**src/logic/i2c_params.svh**
```systemverilog
////////////////////////////////////////////////////////////////////////////
// I2C controller sizing: data width, FIFO depth, register address width
// and prescale counter width.
////////////////////////////////////////////////////////////////////////////

`ifndef I2C_PARAMS_SVH
`define I2C_PARAMS_SVH

// Bits per transferred byte.
`define I2C_DATA_W 8

`define FIFO_DEPTH 8

// Register port address width.
`define REG_ADDR_W 3

`define PRESCALE_W 16

`endif
```
**src/logic/i2c_bus_pkg.sv**
```systemverilog
////////////////////////////////////////////////////////////////////////////
// I2C bus engine commands and transfer sequencing states.
////////////////////////////////////////////////////////////////////////////

`default_nettype none

package i2c_bus_pkg;

    // Commands carry a prefix since STOP is also a transfer state.
    typedef enum logic [2:0] {
        CMD_NONE  = 3'd0,
        CMD_START = 3'd1,
        CMD_WRITE = 3'd2,
        CMD_READ  = 3'd3,
        CMD_STOP  = 3'd4
    } bus_cmd_e;

    typedef enum logic [1:0] {
        IDLE = 2'd0,
        ADDR = 2'd1,
        DATA = 2'd2,
        STOP = 2'd3
    } xfer_state_e;

endpackage

`default_nettype wire

```
**src/logic/i2c_reg_pkg.sv**
```systemverilog
////////////////////////////////////////////////////////////////////////////
// I2C register map: addresses, register layouts and the write-word view.
////////////////////////////////////////////////////////////////////////////

`default_nettype none

`include "i2c_params.svh"

package i2c_reg_pkg;

    typedef enum logic [`REG_ADDR_W-1:0] {
        CONTROL = 3'd0,
        CLKDIV  = 3'd1,
        TX      = 3'd2,
        RX      = 3'd3,
        STATUS  = 3'd4,
        PARAM   = 3'd5
    } reg_addr_e;

    typedef struct packed {
        logic [28:0] reserved;
        logic        core_rst;  // Holds the FIFOs and the bus engine in reset.
        logic        rw;        // 1 writes the data byte, 0 reads it.
        logic        core_en;
    } control_t;

    typedef struct packed {
        logic [31-`PRESCALE_W:0] reserved;
        logic [`PRESCALE_W-1:0]  prescale;
    } clkdiv_t;

    typedef union packed {
        control_t control;
        clkdiv_t  clkdiv;
    } reg_word_u;

    typedef struct packed {
        logic [25:0] reserved;
        logic        rx_ack;
        logic        busy;
        logic        tx_full;
        logic        tx_empty;
        logic        rx_full;
        logic        rx_empty;
    } status_t;

    typedef struct packed {
        logic [15:0] reserved;
        logic [7:0]  fifo_depth;
        logic [7:0]  data_width;
    } param_t;

endpackage

`default_nettype wire

```
**src/logic/i2c_master_top.sv**
```systemverilog
////////////////////////////////////////////////////////////////////////////
// I2C master top: register port, TX and RX FIFOs, sequencer and engine.
////////////////////////////////////////////////////////////////////////////

`timescale 1ns/10ps
`default_nettype none

`include "i2c_params.svh"

module i2c_master_top
    import i2c_bus_pkg::*;
(
    input  wire logic                   ps_clk,
    input  wire logic                   rstn_i,
    input  wire logic                   reg_wr_i,
    input  wire logic                   reg_rd_i,
    input  wire logic [`REG_ADDR_W-1:0] reg_addr_i,
    input  wire logic [31:0]            reg_wdata_i,
    output logic      [31:0]            reg_rdata_o,
    input  wire logic                   scl_i,
    input  wire logic                   sda_i,
    output logic                        scl_oen_o,
    output logic                        sda_oen_o
);

    logic                   core_en;
    logic                   rw;
    logic                   soft_rst;
    logic [`PRESCALE_W-1:0] prescale;
    logic                   en_clear;
    bus_cmd_e               cmd;
    logic                   cmd_ack;
    logic                   busy;
    logic                   rx_ack;
    logic                   tx_push;
    logic                   tx_pop;
    logic [`I2C_DATA_W-1:0] tx_wdata;
    logic [`I2C_DATA_W-1:0] tx_head;
    logic                   tx_full;
    logic                   tx_empty;
    logic                   rx_push;
    logic                   rx_pop;
    logic [`I2C_DATA_W-1:0] rx_byte;
    logic [`I2C_DATA_W-1:0] rx_head;
    logic                   rx_full;
    logic                   rx_empty;

    i2c_reg_file i2c_reg_file_inst (
        .ps_clk     (ps_clk),
        .rstn_i     (rstn_i),
        .reg_wr_i   (reg_wr_i),
        .reg_rd_i   (reg_rd_i),
        .reg_addr_i (reg_addr_i),
        .reg_wdata_i(reg_wdata_i),
        .en_clear_i (en_clear),
        .tx_full_i  (tx_full),
        .tx_empty_i (tx_empty),
        .rx_full_i  (rx_full),
        .rx_empty_i (rx_empty),
        .rx_data_i  (rx_head),
        .busy_i     (busy),
        .rx_ack_i   (rx_ack),
        .reg_rdata_o(reg_rdata_o),
        .core_en_o  (core_en),
        .rw_o       (rw),
        .soft_rst_o (soft_rst),
        .prescale_o (prescale),
        .tx_push_o  (tx_push),
        .tx_data_o  (tx_wdata),
        .rx_pop_o   (rx_pop)
    );

    i2c_byte_fifo #(.DEPTH(`FIFO_DEPTH)) tx_fifo_inst (
        .ps_clk (ps_clk),
        .rstn_i (rstn_i),
        .clear_i(soft_rst),
        .push_i (tx_push),
        .pop_i  (tx_pop),
        .data_i (tx_wdata),
        .data_o (tx_head),
        .full_o (tx_full),
        .empty_o(tx_empty)
    );

    i2c_byte_fifo #(.DEPTH(`FIFO_DEPTH)) rx_fifo_inst (
        .ps_clk (ps_clk),
        .rstn_i (rstn_i),
        .clear_i(soft_rst),
        .push_i (rx_push),
        .pop_i  (rx_pop),
        .data_i (rx_byte),
        .data_o (rx_head),
        .full_o (rx_full),
        .empty_o(rx_empty)
    );

    i2c_xfer_ctrl i2c_xfer_ctrl_inst (
        .ps_clk    (ps_clk),
        .rstn_i    (rstn_i),
        .soft_rst_i(soft_rst),
        .core_en_i (core_en),
        .rw_i      (rw),
        .cmd_ack_i (cmd_ack),
        .cmd_o     (cmd),
        .tx_pop_o  (tx_pop),
        .en_clear_o(en_clear)
    );

    i2c_byte_engine i2c_byte_engine_inst (
        .ps_clk    (ps_clk),
        .rstn_i    (rstn_i),
        .soft_rst_i(soft_rst),
        .prescale_i(prescale),
        .cmd_i     (cmd),
        .tx_byte_i (tx_head),
        .scl_i     (scl_i),
        .sda_i     (sda_i),
        .cmd_ack_o (cmd_ack),
        .rx_byte_o (rx_byte),
        .rx_push_o (rx_push),
        .rx_ack_o  (rx_ack),
        .busy_o    (busy),
        .scl_oen_o (scl_oen_o),
        .sda_oen_o (sda_oen_o)
    );

endmodule

`default_nettype wire

```
**src/logic/i2c_xfer_ctrl.sv**
```systemverilog
////////////////////////////////////////////////////////////////////////////
// Transfer sequencer: start, address byte, one data byte, stop.
////////////////////////////////////////////////////////////////////////////

`timescale 1ns/10ps
`default_nettype none

module i2c_xfer_ctrl
    import i2c_bus_pkg::*;
(
    input  wire logic ps_clk,
    input  wire logic rstn_i,
    input  wire logic soft_rst_i,
    input  wire logic core_en_i,
    input  wire logic rw_i,
    input  wire logic cmd_ack_i,
    output bus_cmd_e  cmd_o,
    output logic      tx_pop_o,
    output logic      en_clear_o
);

    xfer_state_e state;

    always_ff @(posedge ps_clk) begin
        if (!rstn_i || soft_rst_i) begin
            state <= IDLE;
            cmd_o <= CMD_NONE;
        end else begin
            case (state)
                IDLE: begin
                    if (core_en_i) begin
                        state <= ADDR;
                        cmd_o <= CMD_START;
                    end
                end
                ADDR: begin
                    if (cmd_ack_i) begin
                        if (cmd_o == CMD_START) begin
                            cmd_o <= CMD_WRITE;  // Address byte follows the start.
                        end else begin
                            state <= DATA;
                            cmd_o <= rw_i ? CMD_WRITE : CMD_READ;
                        end
                    end
                end
                DATA: begin
                    if (cmd_ack_i) begin
                        state <= STOP;
                        cmd_o <= CMD_STOP;
                    end
                end
                STOP: begin
                    if (cmd_ack_i) begin
                        state <= IDLE;
                        cmd_o <= CMD_NONE;
                    end
                end
                default: state <= IDLE;
            endcase
        end
    end

    // Both pulses are combinational so core_en is low once IDLE is reached.
    assign tx_pop_o   = cmd_ack_i && (cmd_o == CMD_WRITE);
    assign en_clear_o = cmd_ack_i && (state == STOP);

    a_ack_has_cmd: assert property (@(posedge ps_clk) disable iff (!rstn_i || soft_rst_i)
        cmd_ack_i |-> cmd_o != CMD_NONE);

endmodule

`default_nettype wire

```
**src/logic/i2c_byte_engine.sv**
```systemverilog
////////////////////////////////////////////////////////////////////////////
// I2C bit engine: runs start, byte write, byte read and stop on the
// open-drain pads, one quarter SCL period per prescale+1 cycles.
////////////////////////////////////////////////////////////////////////////

`timescale 1ns/10ps
`default_nettype none

`include "i2c_params.svh"

module i2c_byte_engine
    import i2c_bus_pkg::*;
(
    input  wire logic                   ps_clk,
    input  wire logic                   rstn_i,
    input  wire logic                   soft_rst_i,
    input  wire logic [`PRESCALE_W-1:0] prescale_i,
    input  wire bus_cmd_e               cmd_i,
    input  wire logic [`I2C_DATA_W-1:0] tx_byte_i,
    input  wire logic                   scl_i,
    input  wire logic                   sda_i,
    output logic                        cmd_ack_o,
    output logic      [`I2C_DATA_W-1:0] rx_byte_o,
    output logic                        rx_push_o,
    output logic                        rx_ack_o,
    output logic                        busy_o,
    output logic                        scl_oen_o,
    output logic                        sda_oen_o
);

    localparam int BW = $clog2(`I2C_DATA_W + 1);

    bus_cmd_e               cur_cmd;
    logic                   active;
    logic [`PRESCALE_W-1:0] cnt;
    logic [1:0]             qtr;
    logic [BW-1:0]          bit_cnt;
    logic [BW-1:0]          nxt_bit;
    logic [`I2C_DATA_W-1:0] sr;
    logic [1:0]             scl_sync;
    logic [1:0]             sda_sync;
    logic                   bus_free;
    logic                   accept;
    logic                   tick;
    logic                   last_qtr;
    logic                   is_byte;

    // Pad enables for one quarter, returned as {scl_oen, sda_oen}.
    function automatic logic [1:0] pad_oen(bus_cmd_e cmd, logic [BW-1:0] bit_idx,
                                           logic [1:0] q, logic msb);
        logic scl_hi;
        scl_hi = (q == 2'd1) || (q == 2'd2);
        case (cmd)
            CMD_START: return {q != 2'd3, q < 2'd2};     // SDA falls while SCL is high.
            CMD_STOP:  return {q != 2'd0, q == 2'd3};    // SDA rises while SCL is high.
            CMD_WRITE: return {scl_hi, (bit_idx == BW'(`I2C_DATA_W)) ? 1'b1 : msb};
            default:   return {scl_hi, 1'b1};           // Read bits and the NACK release SDA.
        endcase
    endfunction

    assign bus_free = scl_sync[1] && sda_sync[1];
    assign accept   = !active && !cmd_ack_o && (cmd_i != CMD_NONE) &&
                      ((cmd_i != CMD_START) || bus_free);
    assign tick     = active && (cnt == prescale_i);
    assign is_byte  = (cur_cmd == CMD_WRITE) || (cur_cmd == CMD_READ);
    assign last_qtr = (qtr == 2'd3) && (!is_byte || (bit_cnt == BW'(`I2C_DATA_W)));
    assign nxt_bit  = (qtr == 2'd3) ? bit_cnt + 1'b1 : bit_cnt;
    assign rx_byte_o = sr;

    always_ff @(posedge ps_clk) begin
        if (!rstn_i) begin
            scl_sync <= 2'b11;
            sda_sync <= 2'b11;
        end else begin
            scl_sync <= {scl_sync[0], scl_i};
            sda_sync <= {sda_sync[0], sda_i};
        end
    end

    always_ff @(posedge ps_clk) begin
        if (!rstn_i || soft_rst_i) begin
            active    <= 1'b0;
            cur_cmd   <= CMD_NONE;
            cnt       <= '0;
            qtr       <= '0;
            bit_cnt   <= '0;
            cmd_ack_o <= 1'b0;
            rx_push_o <= 1'b0;
            rx_ack_o  <= 1'b0;
            busy_o    <= 1'b0;
            scl_oen_o <= 1'b1;
            sda_oen_o <= 1'b1;
        end else begin
            cmd_ack_o <= 1'b0;
            rx_push_o <= 1'b0;
            if (accept) begin
                active  <= 1'b1;
                cur_cmd <= cmd_i;
                cnt     <= '0;
                qtr     <= '0;
                bit_cnt <= '0;
                if (cmd_i == CMD_START) begin
                    busy_o <= 1'b1;
                end
                {scl_oen_o, sda_oen_o} <= pad_oen(cmd_i, '0, 2'd0, tx_byte_i[`I2C_DATA_W-1]);
            end else if (tick) begin
                cnt <= '0;
                if (qtr == 2'd2 && cur_cmd == CMD_WRITE && bit_cnt == BW'(`I2C_DATA_W)) begin
                    rx_ack_o <= sda_sync[1];  // Low means the target acknowledged.
                end
                if (last_qtr) begin
                    active    <= 1'b0;
                    cmd_ack_o <= 1'b1;
                    rx_push_o <= (cur_cmd == CMD_READ);
                    if (cur_cmd == CMD_STOP) begin
                        busy_o <= 1'b0;
                    end
                end else begin
                    qtr     <= qtr + 1'b1;
                    bit_cnt <= nxt_bit;
                    {scl_oen_o, sda_oen_o} <= pad_oen(cur_cmd, nxt_bit, qtr + 1'b1,
                                                      sr[`I2C_DATA_W-1]);
                end
            end else if (active) begin
                cnt <= cnt + 1'b1;
            end
        end
    end

    // Bits move at the end of the SCL high time, MSB first.
    always_ff @(posedge ps_clk) begin
        if (accept && cmd_i == CMD_WRITE) begin
            sr <= tx_byte_i;
        end else if (tick && is_byte && qtr == 2'd2 && bit_cnt < BW'(`I2C_DATA_W)) begin
            sr <= {sr[`I2C_DATA_W-2:0], sda_sync[1]};
        end
    end

endmodule

`default_nettype wire

```
**src/logic/i2c_byte_fifo.sv**
```systemverilog
////////////////////////////////////////////////////////////////////////////
// Synchronous byte FIFO with full and empty flags and a soft clear.
////////////////////////////////////////////////////////////////////////////

`timescale 1ns/10ps
`default_nettype none

`include "i2c_params.svh"

module i2c_byte_fifo #(
    parameter int DEPTH = 8
) (
    input  wire logic                   ps_clk,
    input  wire logic                   rstn_i,
    input  wire logic                   clear_i,
    input  wire logic                   push_i,
    input  wire logic                   pop_i,
    input  wire logic [`I2C_DATA_W-1:0] data_i,
    output logic      [`I2C_DATA_W-1:0] data_o,
    output logic                        full_o,
    output logic                        empty_o
);

    localparam int AW = $clog2(DEPTH);

    logic [`I2C_DATA_W-1:0] mem [DEPTH];
    logic [AW-1:0]          wr_ptr;
    logic [AW-1:0]          rd_ptr;
    logic [AW:0]            count;
    logic                   do_push;
    logic                   do_pop;

    assign do_push = push_i && !full_o;
    assign do_pop  = pop_i && !empty_o;
    assign full_o  = (count == (AW + 1)'(DEPTH));
    assign empty_o = (count == '0);
    assign data_o  = mem[rd_ptr];  // Head is always visible.

    always_ff @(posedge ps_clk) begin
        if (!rstn_i || clear_i) begin
            wr_ptr <= '0;
            rd_ptr <= '0;
            count  <= '0;
        end else begin
            if (do_push) begin
                wr_ptr <= (wr_ptr == AW'(DEPTH - 1)) ? '0 : wr_ptr + 1'b1;
            end
            if (do_pop) begin
                rd_ptr <= (rd_ptr == AW'(DEPTH - 1)) ? '0 : rd_ptr + 1'b1;
            end
            count <= count + (AW + 1)'(do_push) - (AW + 1)'(do_pop);
        end
    end

    always_ff @(posedge ps_clk) begin
        if (do_push) begin
            mem[wr_ptr] <= data_i;
        end
    end

    a_no_overflow: assert property (@(posedge ps_clk) disable iff (!rstn_i)
        !(push_i && full_o));
    a_no_underflow: assert property (@(posedge ps_clk) disable iff (!rstn_i)
        !(pop_i && empty_o));

endmodule

`default_nettype wire

```
**src/logic/i2c_reg_file.sv**
```systemverilog
////////////////////////////////////////////////////////////////////////////
// I2C register file: address decode, control and clock registers,
// FIFO strobes and a registered read-back mux.
////////////////////////////////////////////////////////////////////////////

`timescale 1ns/10ps
`default_nettype none

`include "i2c_params.svh"

module i2c_reg_file
    import i2c_reg_pkg::*;
(
    input  wire logic                   ps_clk,
    input  wire logic                   rstn_i,
    input  wire logic                   reg_wr_i,
    input  wire logic                   reg_rd_i,
    input  wire logic [`REG_ADDR_W-1:0] reg_addr_i,
    input  wire logic [31:0]            reg_wdata_i,
    input  wire logic                   en_clear_i,
    input  wire logic                   tx_full_i,
    input  wire logic                   tx_empty_i,
    input  wire logic                   rx_full_i,
    input  wire logic                   rx_empty_i,
    input  wire logic [`I2C_DATA_W-1:0] rx_data_i,
    input  wire logic                   busy_i,
    input  wire logic                   rx_ack_i,
    output logic      [31:0]            reg_rdata_o,
    output logic                        core_en_o,
    output logic                        rw_o,
    output logic                        soft_rst_o,
    output logic      [`PRESCALE_W-1:0] prescale_o,
    output logic                        tx_push_o,
    output logic      [`I2C_DATA_W-1:0] tx_data_o,
    output logic                        rx_pop_o
);

    reg_addr_e addr;
    reg_word_u wword;
    logic      ctrl_wr;
    control_t  ctrl_rd;
    clkdiv_t   clkdiv_rd;
    status_t   status;
    param_t    param;

    assign addr  = reg_addr_e'(reg_addr_i);
    assign wword = reg_wdata_i;

    assign ctrl_wr   = reg_wr_i && (addr == CONTROL);
    assign tx_push_o = reg_wr_i && (addr == TX) && !tx_full_i;  // A push on full is dropped.
    assign tx_data_o = reg_wdata_i[`I2C_DATA_W-1:0];
    assign rx_pop_o  = reg_rd_i && (addr == RX) && !rx_empty_i;

    always_ff @(posedge ps_clk) begin
        if (!rstn_i) begin
            core_en_o  <= 1'b0;
            rw_o       <= 1'b0;
            soft_rst_o <= 1'b0;
            prescale_o <= '0;
        end else begin
            if (ctrl_wr) begin
                core_en_o  <= wword.control.core_en;
                rw_o       <= wword.control.rw;
                soft_rst_o <= wword.control.core_rst;
            end else if (en_clear_i) begin
                core_en_o <= 1'b0;
            end
            if (reg_wr_i && (addr == CLKDIV)) begin
                prescale_o <= wword.clkdiv.prescale;
            end
        end
    end

    always_comb begin
        ctrl_rd          = '0;
        ctrl_rd.core_en  = core_en_o;
        ctrl_rd.rw       = rw_o;
        ctrl_rd.core_rst = soft_rst_o;

        clkdiv_rd          = '0;
        clkdiv_rd.prescale = prescale_o;

        status          = '0;
        status.rx_empty = rx_empty_i;
        status.rx_full  = rx_full_i;
        status.tx_empty = tx_empty_i;
        status.tx_full  = tx_full_i;
        status.busy     = busy_i || core_en_o;  // Covers the cycles before START begins.
        status.rx_ack   = rx_ack_i;

        param            = '0;
        param.data_width = 8'(`I2C_DATA_W);
        param.fifo_depth = 8'(`FIFO_DEPTH);
    end

    always_ff @(posedge ps_clk) begin
        if (reg_rd_i) begin
            case (addr)
                CONTROL: reg_rdata_o <= ctrl_rd;
                CLKDIV:  reg_rdata_o <= clkdiv_rd;
                RX:      reg_rdata_o <= 32'(rx_data_i);
                STATUS:  reg_rdata_o <= status;
                PARAM:   reg_rdata_o <= param;
                default: reg_rdata_o <= '0;
            endcase
        end
    end

    // A control write in the same cycle as the end of a transfer keeps its value.
    a_ctrl_write_wins: assert property (@(posedge ps_clk) disable iff (!rstn_i)
        ctrl_wr && en_clear_i |=> core_en_o == $past(wword.control.core_en));

endmodule

`default_nettype wire

```
**config.mk**
```make
export PLATFORM = sky130hd
export DESIGN_NAME = i2c_master_top
export DESIGN_NICKNAME = d
export VERILOG_FILES = /design/src/logic/i2c_bus_pkg.sv /design/src/logic/i2c_reg_pkg.sv /design/src/logic/i2c_master_top.sv /design/src/logic/i2c_xfer_ctrl.sv /design/src/logic/i2c_byte_engine.sv /design/src/logic/i2c_byte_fifo.sv /design/src/logic/i2c_reg_file.sv
export VERILOG_INCLUDE_DIRS = /design/src /design/src/logic
export SDC_FILE = /design/constraint.sdc
export NUM_CORES = 1
export LEC_CHECK = 0
export BUFFER_PORTS_ARGS = -buffer_cell sky130_fd_sc_hd__buf_4
export CAP_MARGIN = 5
export CORE_UTILIZATION = 45
export DETAILED_ROUTE_END_ITERATION = 10
export SLEW_MARGIN = 30
export SYNTH_ARGS = -nofsm -noshare
export SYNTH_HDL_FRONTEND = slang
export SYNTH_SLANG_ARGS = --single-unit
```
**constraint.sdc**
```tcl
create_clock -name ps_clk -period 4.8 [get_ports ps_clk]
set_input_delay 0.48 -clock ps_clk [delete_from_list [all_inputs] [get_ports ps_clk]]
set_output_delay 0.48 -clock ps_clk [all_outputs]
set_load 0.02 [all_outputs]
```
==> results.txt <==
The flow ran to the end, and the final reports show no timing, DRC or antenna violations. By count the netlist is led by sky130_fd_sc_hd__edfxtp_1 (152), sky130_fd_sc_hd__nand2_1 (93), sky130_fd_sc_hd__dfxtp_1 (86), sky130_fd_sc_hd__nor2_1 (53), sky130_fd_sc_hd__mux2i_1 (36). The post-synthesis sequential area ratio came out at 61.19%.

STA classifies the critical path endpoint as a register. The worst hold path passes through 2 cells. The peak supply drop is 0.0002765 V. The number of endpoints with negative hold slack in the final report came to 0. The post-route total power is 4.531 mW. The number of register bits inferred by synthesis came out at 238. The remaining design rule violation count is 0. The via count of the first global-routing pass is 6267. The worst register-to-register path ends at tx_fifo_inst.mem[3][4]$_DFFE_PP_. The total number of placement rows is 54. The buffer levels on the longest clock path came out at 3. Setup repair after global routing left no endpoint under its margin. After global routing the overflow that remains totals 0. The core region is 22090 sq um. The via total after detailed routing is 6072. The full die area is 23440 sq um. Along the worst path, the maximum fanout reaches 9. The top cell type's share of synthesized area came out at 44.43%. The area added between synthesis and finish came out at 13.33%. The buffers inserted during post-CTS setup optimization is 0. The wire length reported by the detailed router came out at 21.65 mm. The number of levels in the clock H-tree came out at 1. The root cell of the clock tree is sky130_fd_sc_hd__clkbuf_16.

The worst hold path belongs to the class input port to register. Of the available clock period, the critical path in the final layout requires 54.91%. The count of unique library cells instantiated by Yosys came out at 60. The number of buffers added to fix hold violations after cts is 0. Global routing consumed, over all layers together, 18.86% of the routing resources. The fraction of registers with async set or reset after synthesis came out at 0%. The half-perimeter wire length after placement came out at 15.18 mm.

By area the synthesized netlist is led by sky130_fd_sc_hd__edfxtp_1 (44%), sky130_fd_sc_hd__dfxtp_1 (17%), sky130_fd_sc_hd__mux4_2 (6.8%). Power spread over the standard cell area amounts to 389.2 nW/um^2. The beginning of the worst hold path is scl_i. The depth of the worst register-to-register path is 7. Across the run, the number of max-cap violations was 0. In this run the critical register-to-register path is launched from tx_fifo_inst.count[2]$_SDFF_PP0_.

The floorplan die width is 153.1 um. The clock tree from TritonCTS is built. The worst setup path is of the register to register kind. After layout, the minimum clock period comes to 2636 ps. After the last flow step, the layout net total stands at 905. The final count of pins violating max slew is 0. The worst endpoint required time came out at 4930 ps. Measured along the y axis, the die boundary spans 153.1 um.

After synthesis, the mean cell area works out to 13.15 sq um. The pin slew with the least headroom to its limit came out at 961.0 ps. The mapped cell area came out at 10270 sq um. Among all flip-flop cells after synthesis, the most frequent one is sky130_fd_sc_hd__edfxtp_1. The leakage power figure came out at 4.108 nW. For this design the top-level I/O count stands at 75. The reg2reg setup slack came out at 2160 ps.

The initial core utilization came out at 46.49%. STA puts the critical path data arrival time at 2760 ps. The clock sink count is 238. The number of buffers created by CTS came out at 25. The count of routing violations after the opening detailed-route iteration came out at 462. The synthesized design spends more area on one cell type than any other, namely sky130_fd_sc_hd__edfxtp_1.

The number of antenna violations at the first check in global routing came out at 1. Clock-pin slew was measured on the worst setup and hold paths at 60 ps. Summed over all failing endpoints, the final setup total negative slack is 0 ps.

The worst setup path is launched from a register. Clock latency on the worst-skew pair, taken at its later pin, is 500 ps. After clock tree synthesis, the repair step resized 0 gates.

The count of synthesis-stage warnings from yosys came out at 0. Among all cell types in the netlist, the one instantiated most often is sky130_fd_sc_hd__edfxtp_1. Clock skew on the completed layout was measured at 7.578 ps. The highest achievable clock rate came out at 0.3794 GHz. The fraction of layout cells with a size suffix above 1 came out at 16.53%. The maximum number of pins on one net before global-route repair came out at 28. Counting every instance in the synthesized netlist gives 781. The last weighted congestion value of the routability-driven placer came out at 0.8490. Port buffering added 42 buffers.

The count of flip-flops with a built-in enable after synthesis is 152. The max-slew headroom at the worst pin came out at 35.70%. For hold timing, the worst endpoint is i2c_byte_engine_inst.scl_sync[0]$_SDFF_PN1_.

The wire length of the first global-routing pass is 34.29 mm. The wire length per cell after detailed routing is 19.20 um. The count of final setup violators is 0. The number of optimization iterations in the first detailed-route pass came out at 4.

The mean number of vias per cell is 5.383. The post-route antenna net violation count is 0.
[power by group]
group          internal, mW  total [mW]  switching [mW]
Sequential             2.21        2.25          0.0488
Combinational         0.138       0.377           0.239
Clock                  1.12        1.90           0.781
Total                  3.46        4.53            1.07
[registers in the layout, summed over array words and instances (netlist names), 4 cells and up, named ones only]
signal / count
i2c_byte_engine_inst.bit_cnt: 4
i2c_byte_engine_inst.cnt: 16
i2c_byte_engine_inst.rx_byte_o: 8
i2c_reg_file_inst.prescale_o: 16
i2c_reg_file_inst.reg_rdata_o: 16
rx_fifo_inst.count: 4
rx_fifo_inst.mem: 64
tx_fifo_inst.count: 4
tx_fifo_inst.mem: 64
[cell families after synthesis]
logic type / share of synthesized area, %
and+or+nand+nor: 11.67
DFF: 61.19
AOI/OAI and AO/OA: 5.652
buffers and inverters: 3.617
muxes: 10.30
xor gates and xnor gates: 3.240
adders and majority gates: 4.287
other: 0.03651
[per-stage QoR]
stage	hold slack, ps	cells	util, %	setup WS, ps	instance area [sq um]
after global placement	400.7	1083	49.00	2215	10830
after global routing	155.9	1128	52.69	1931	11640
final	157.0	1128	52.69	2164	11640
after detailed placement	405.0	1083	49.00	2119	10830
after CTS	145.0	1127	52.67	2145	11640
after floorplan	386.3	796	-	2357	10330
[area by class of cell]
cell class	count	area, sq um
antenna	1	2.502
clock buffer	27	633.1
clock inverter	17	176.4
fill	1856	10450
inverter	26	97.59
multi-input combinational	485	3689
sequential	238	6287
tap	280	350.3
timing repair buffer	54	405.4
[worst max-delay path, stage by stage (launching register included)]
cell and delay [ps]:
sky130_fd_sc_hd__dfxtp_1 320, sky130_fd_sc_hd__inv_1 70, sky130_fd_sc_hd__ha_1 200, sky130_fd_sc_hd__a21oi_1 210
sky130_fd_sc_hd__nand3_1 310, sky130_fd_sc_hd__inv_1 230, sky130_fd_sc_hd__nand2_1 150, sky130_fd_sc_hd__nor3b_2 770
[layout by cell type, fill, tap and decap left out, types with 21 or more instances in the layout]
cell	instances
sky130_fd_sc_hd__xor2_1	21
sky130_fd_sc_hd__a21oi_1	22
sky130_fd_sc_hd__inv_1	26
sky130_fd_sc_hd__mux4_2	31
sky130_fd_sc_hd__mux2i_1	36
sky130_fd_sc_hd__nor2_1	52
sky130_fd_sc_hd__dfxtp_1	85
sky130_fd_sc_hd__edfxtp_1	152
sky130_fd_sc_hd__buf_4	54
sky130_fd_sc_hd__clkbuf_16	25
sky130_fd_sc_hd__ha_1	32
sky130_fd_sc_hd__nand2_1	93
[worst max path at each step]
stage	end	cells after the start	start	slack (ps)
5_1_grt	tx_fifo_inst.mem[3][2]$_DFFE_PP_	7	tx_fifo_inst.count[2]$_SDFF_PP0_	1930
4_1_cts	tx_fifo_inst.mem[3][1]$_DFFE_PP_	7	tx_fifo_inst.count[2]$_SDFF_PP0_	2150
3_5_place_dp	tx_fifo_inst.mem[3][3]$_DFFE_PP_	6	reg_addr_i[0]	2120
2_1_floorplan	tx_fifo_inst.mem[4][0]$_DFFE_PP_	4	reg_addr_i[0]	2360
6_report	tx_fifo_inst.mem[3][4]$_DFFE_PP_	7	tx_fifo_inst.count[2]$_SDFF_PP0_	2160
3_3_place_gp	tx_fifo_inst.mem[7][3]$_DFFE_PP_	6	reg_addr_i[0]	2220
[per-layer routing]
| metal | track usage (%) | wire length, um | vias to the layer above |
|---|---|---|---|
| li1 | - | - | 2916 |
| met1 | 25.41 | 9705 | 3020 |
| met2 | 31.92 | 10630 | 111 |
| met3 | 3.090 | 980 | 25 |
| met4 | 4.425 | 339 | 0 |
| met5 | 0 | 0 | - |
No activity file was read; power rests on OpenSTA's default activity.
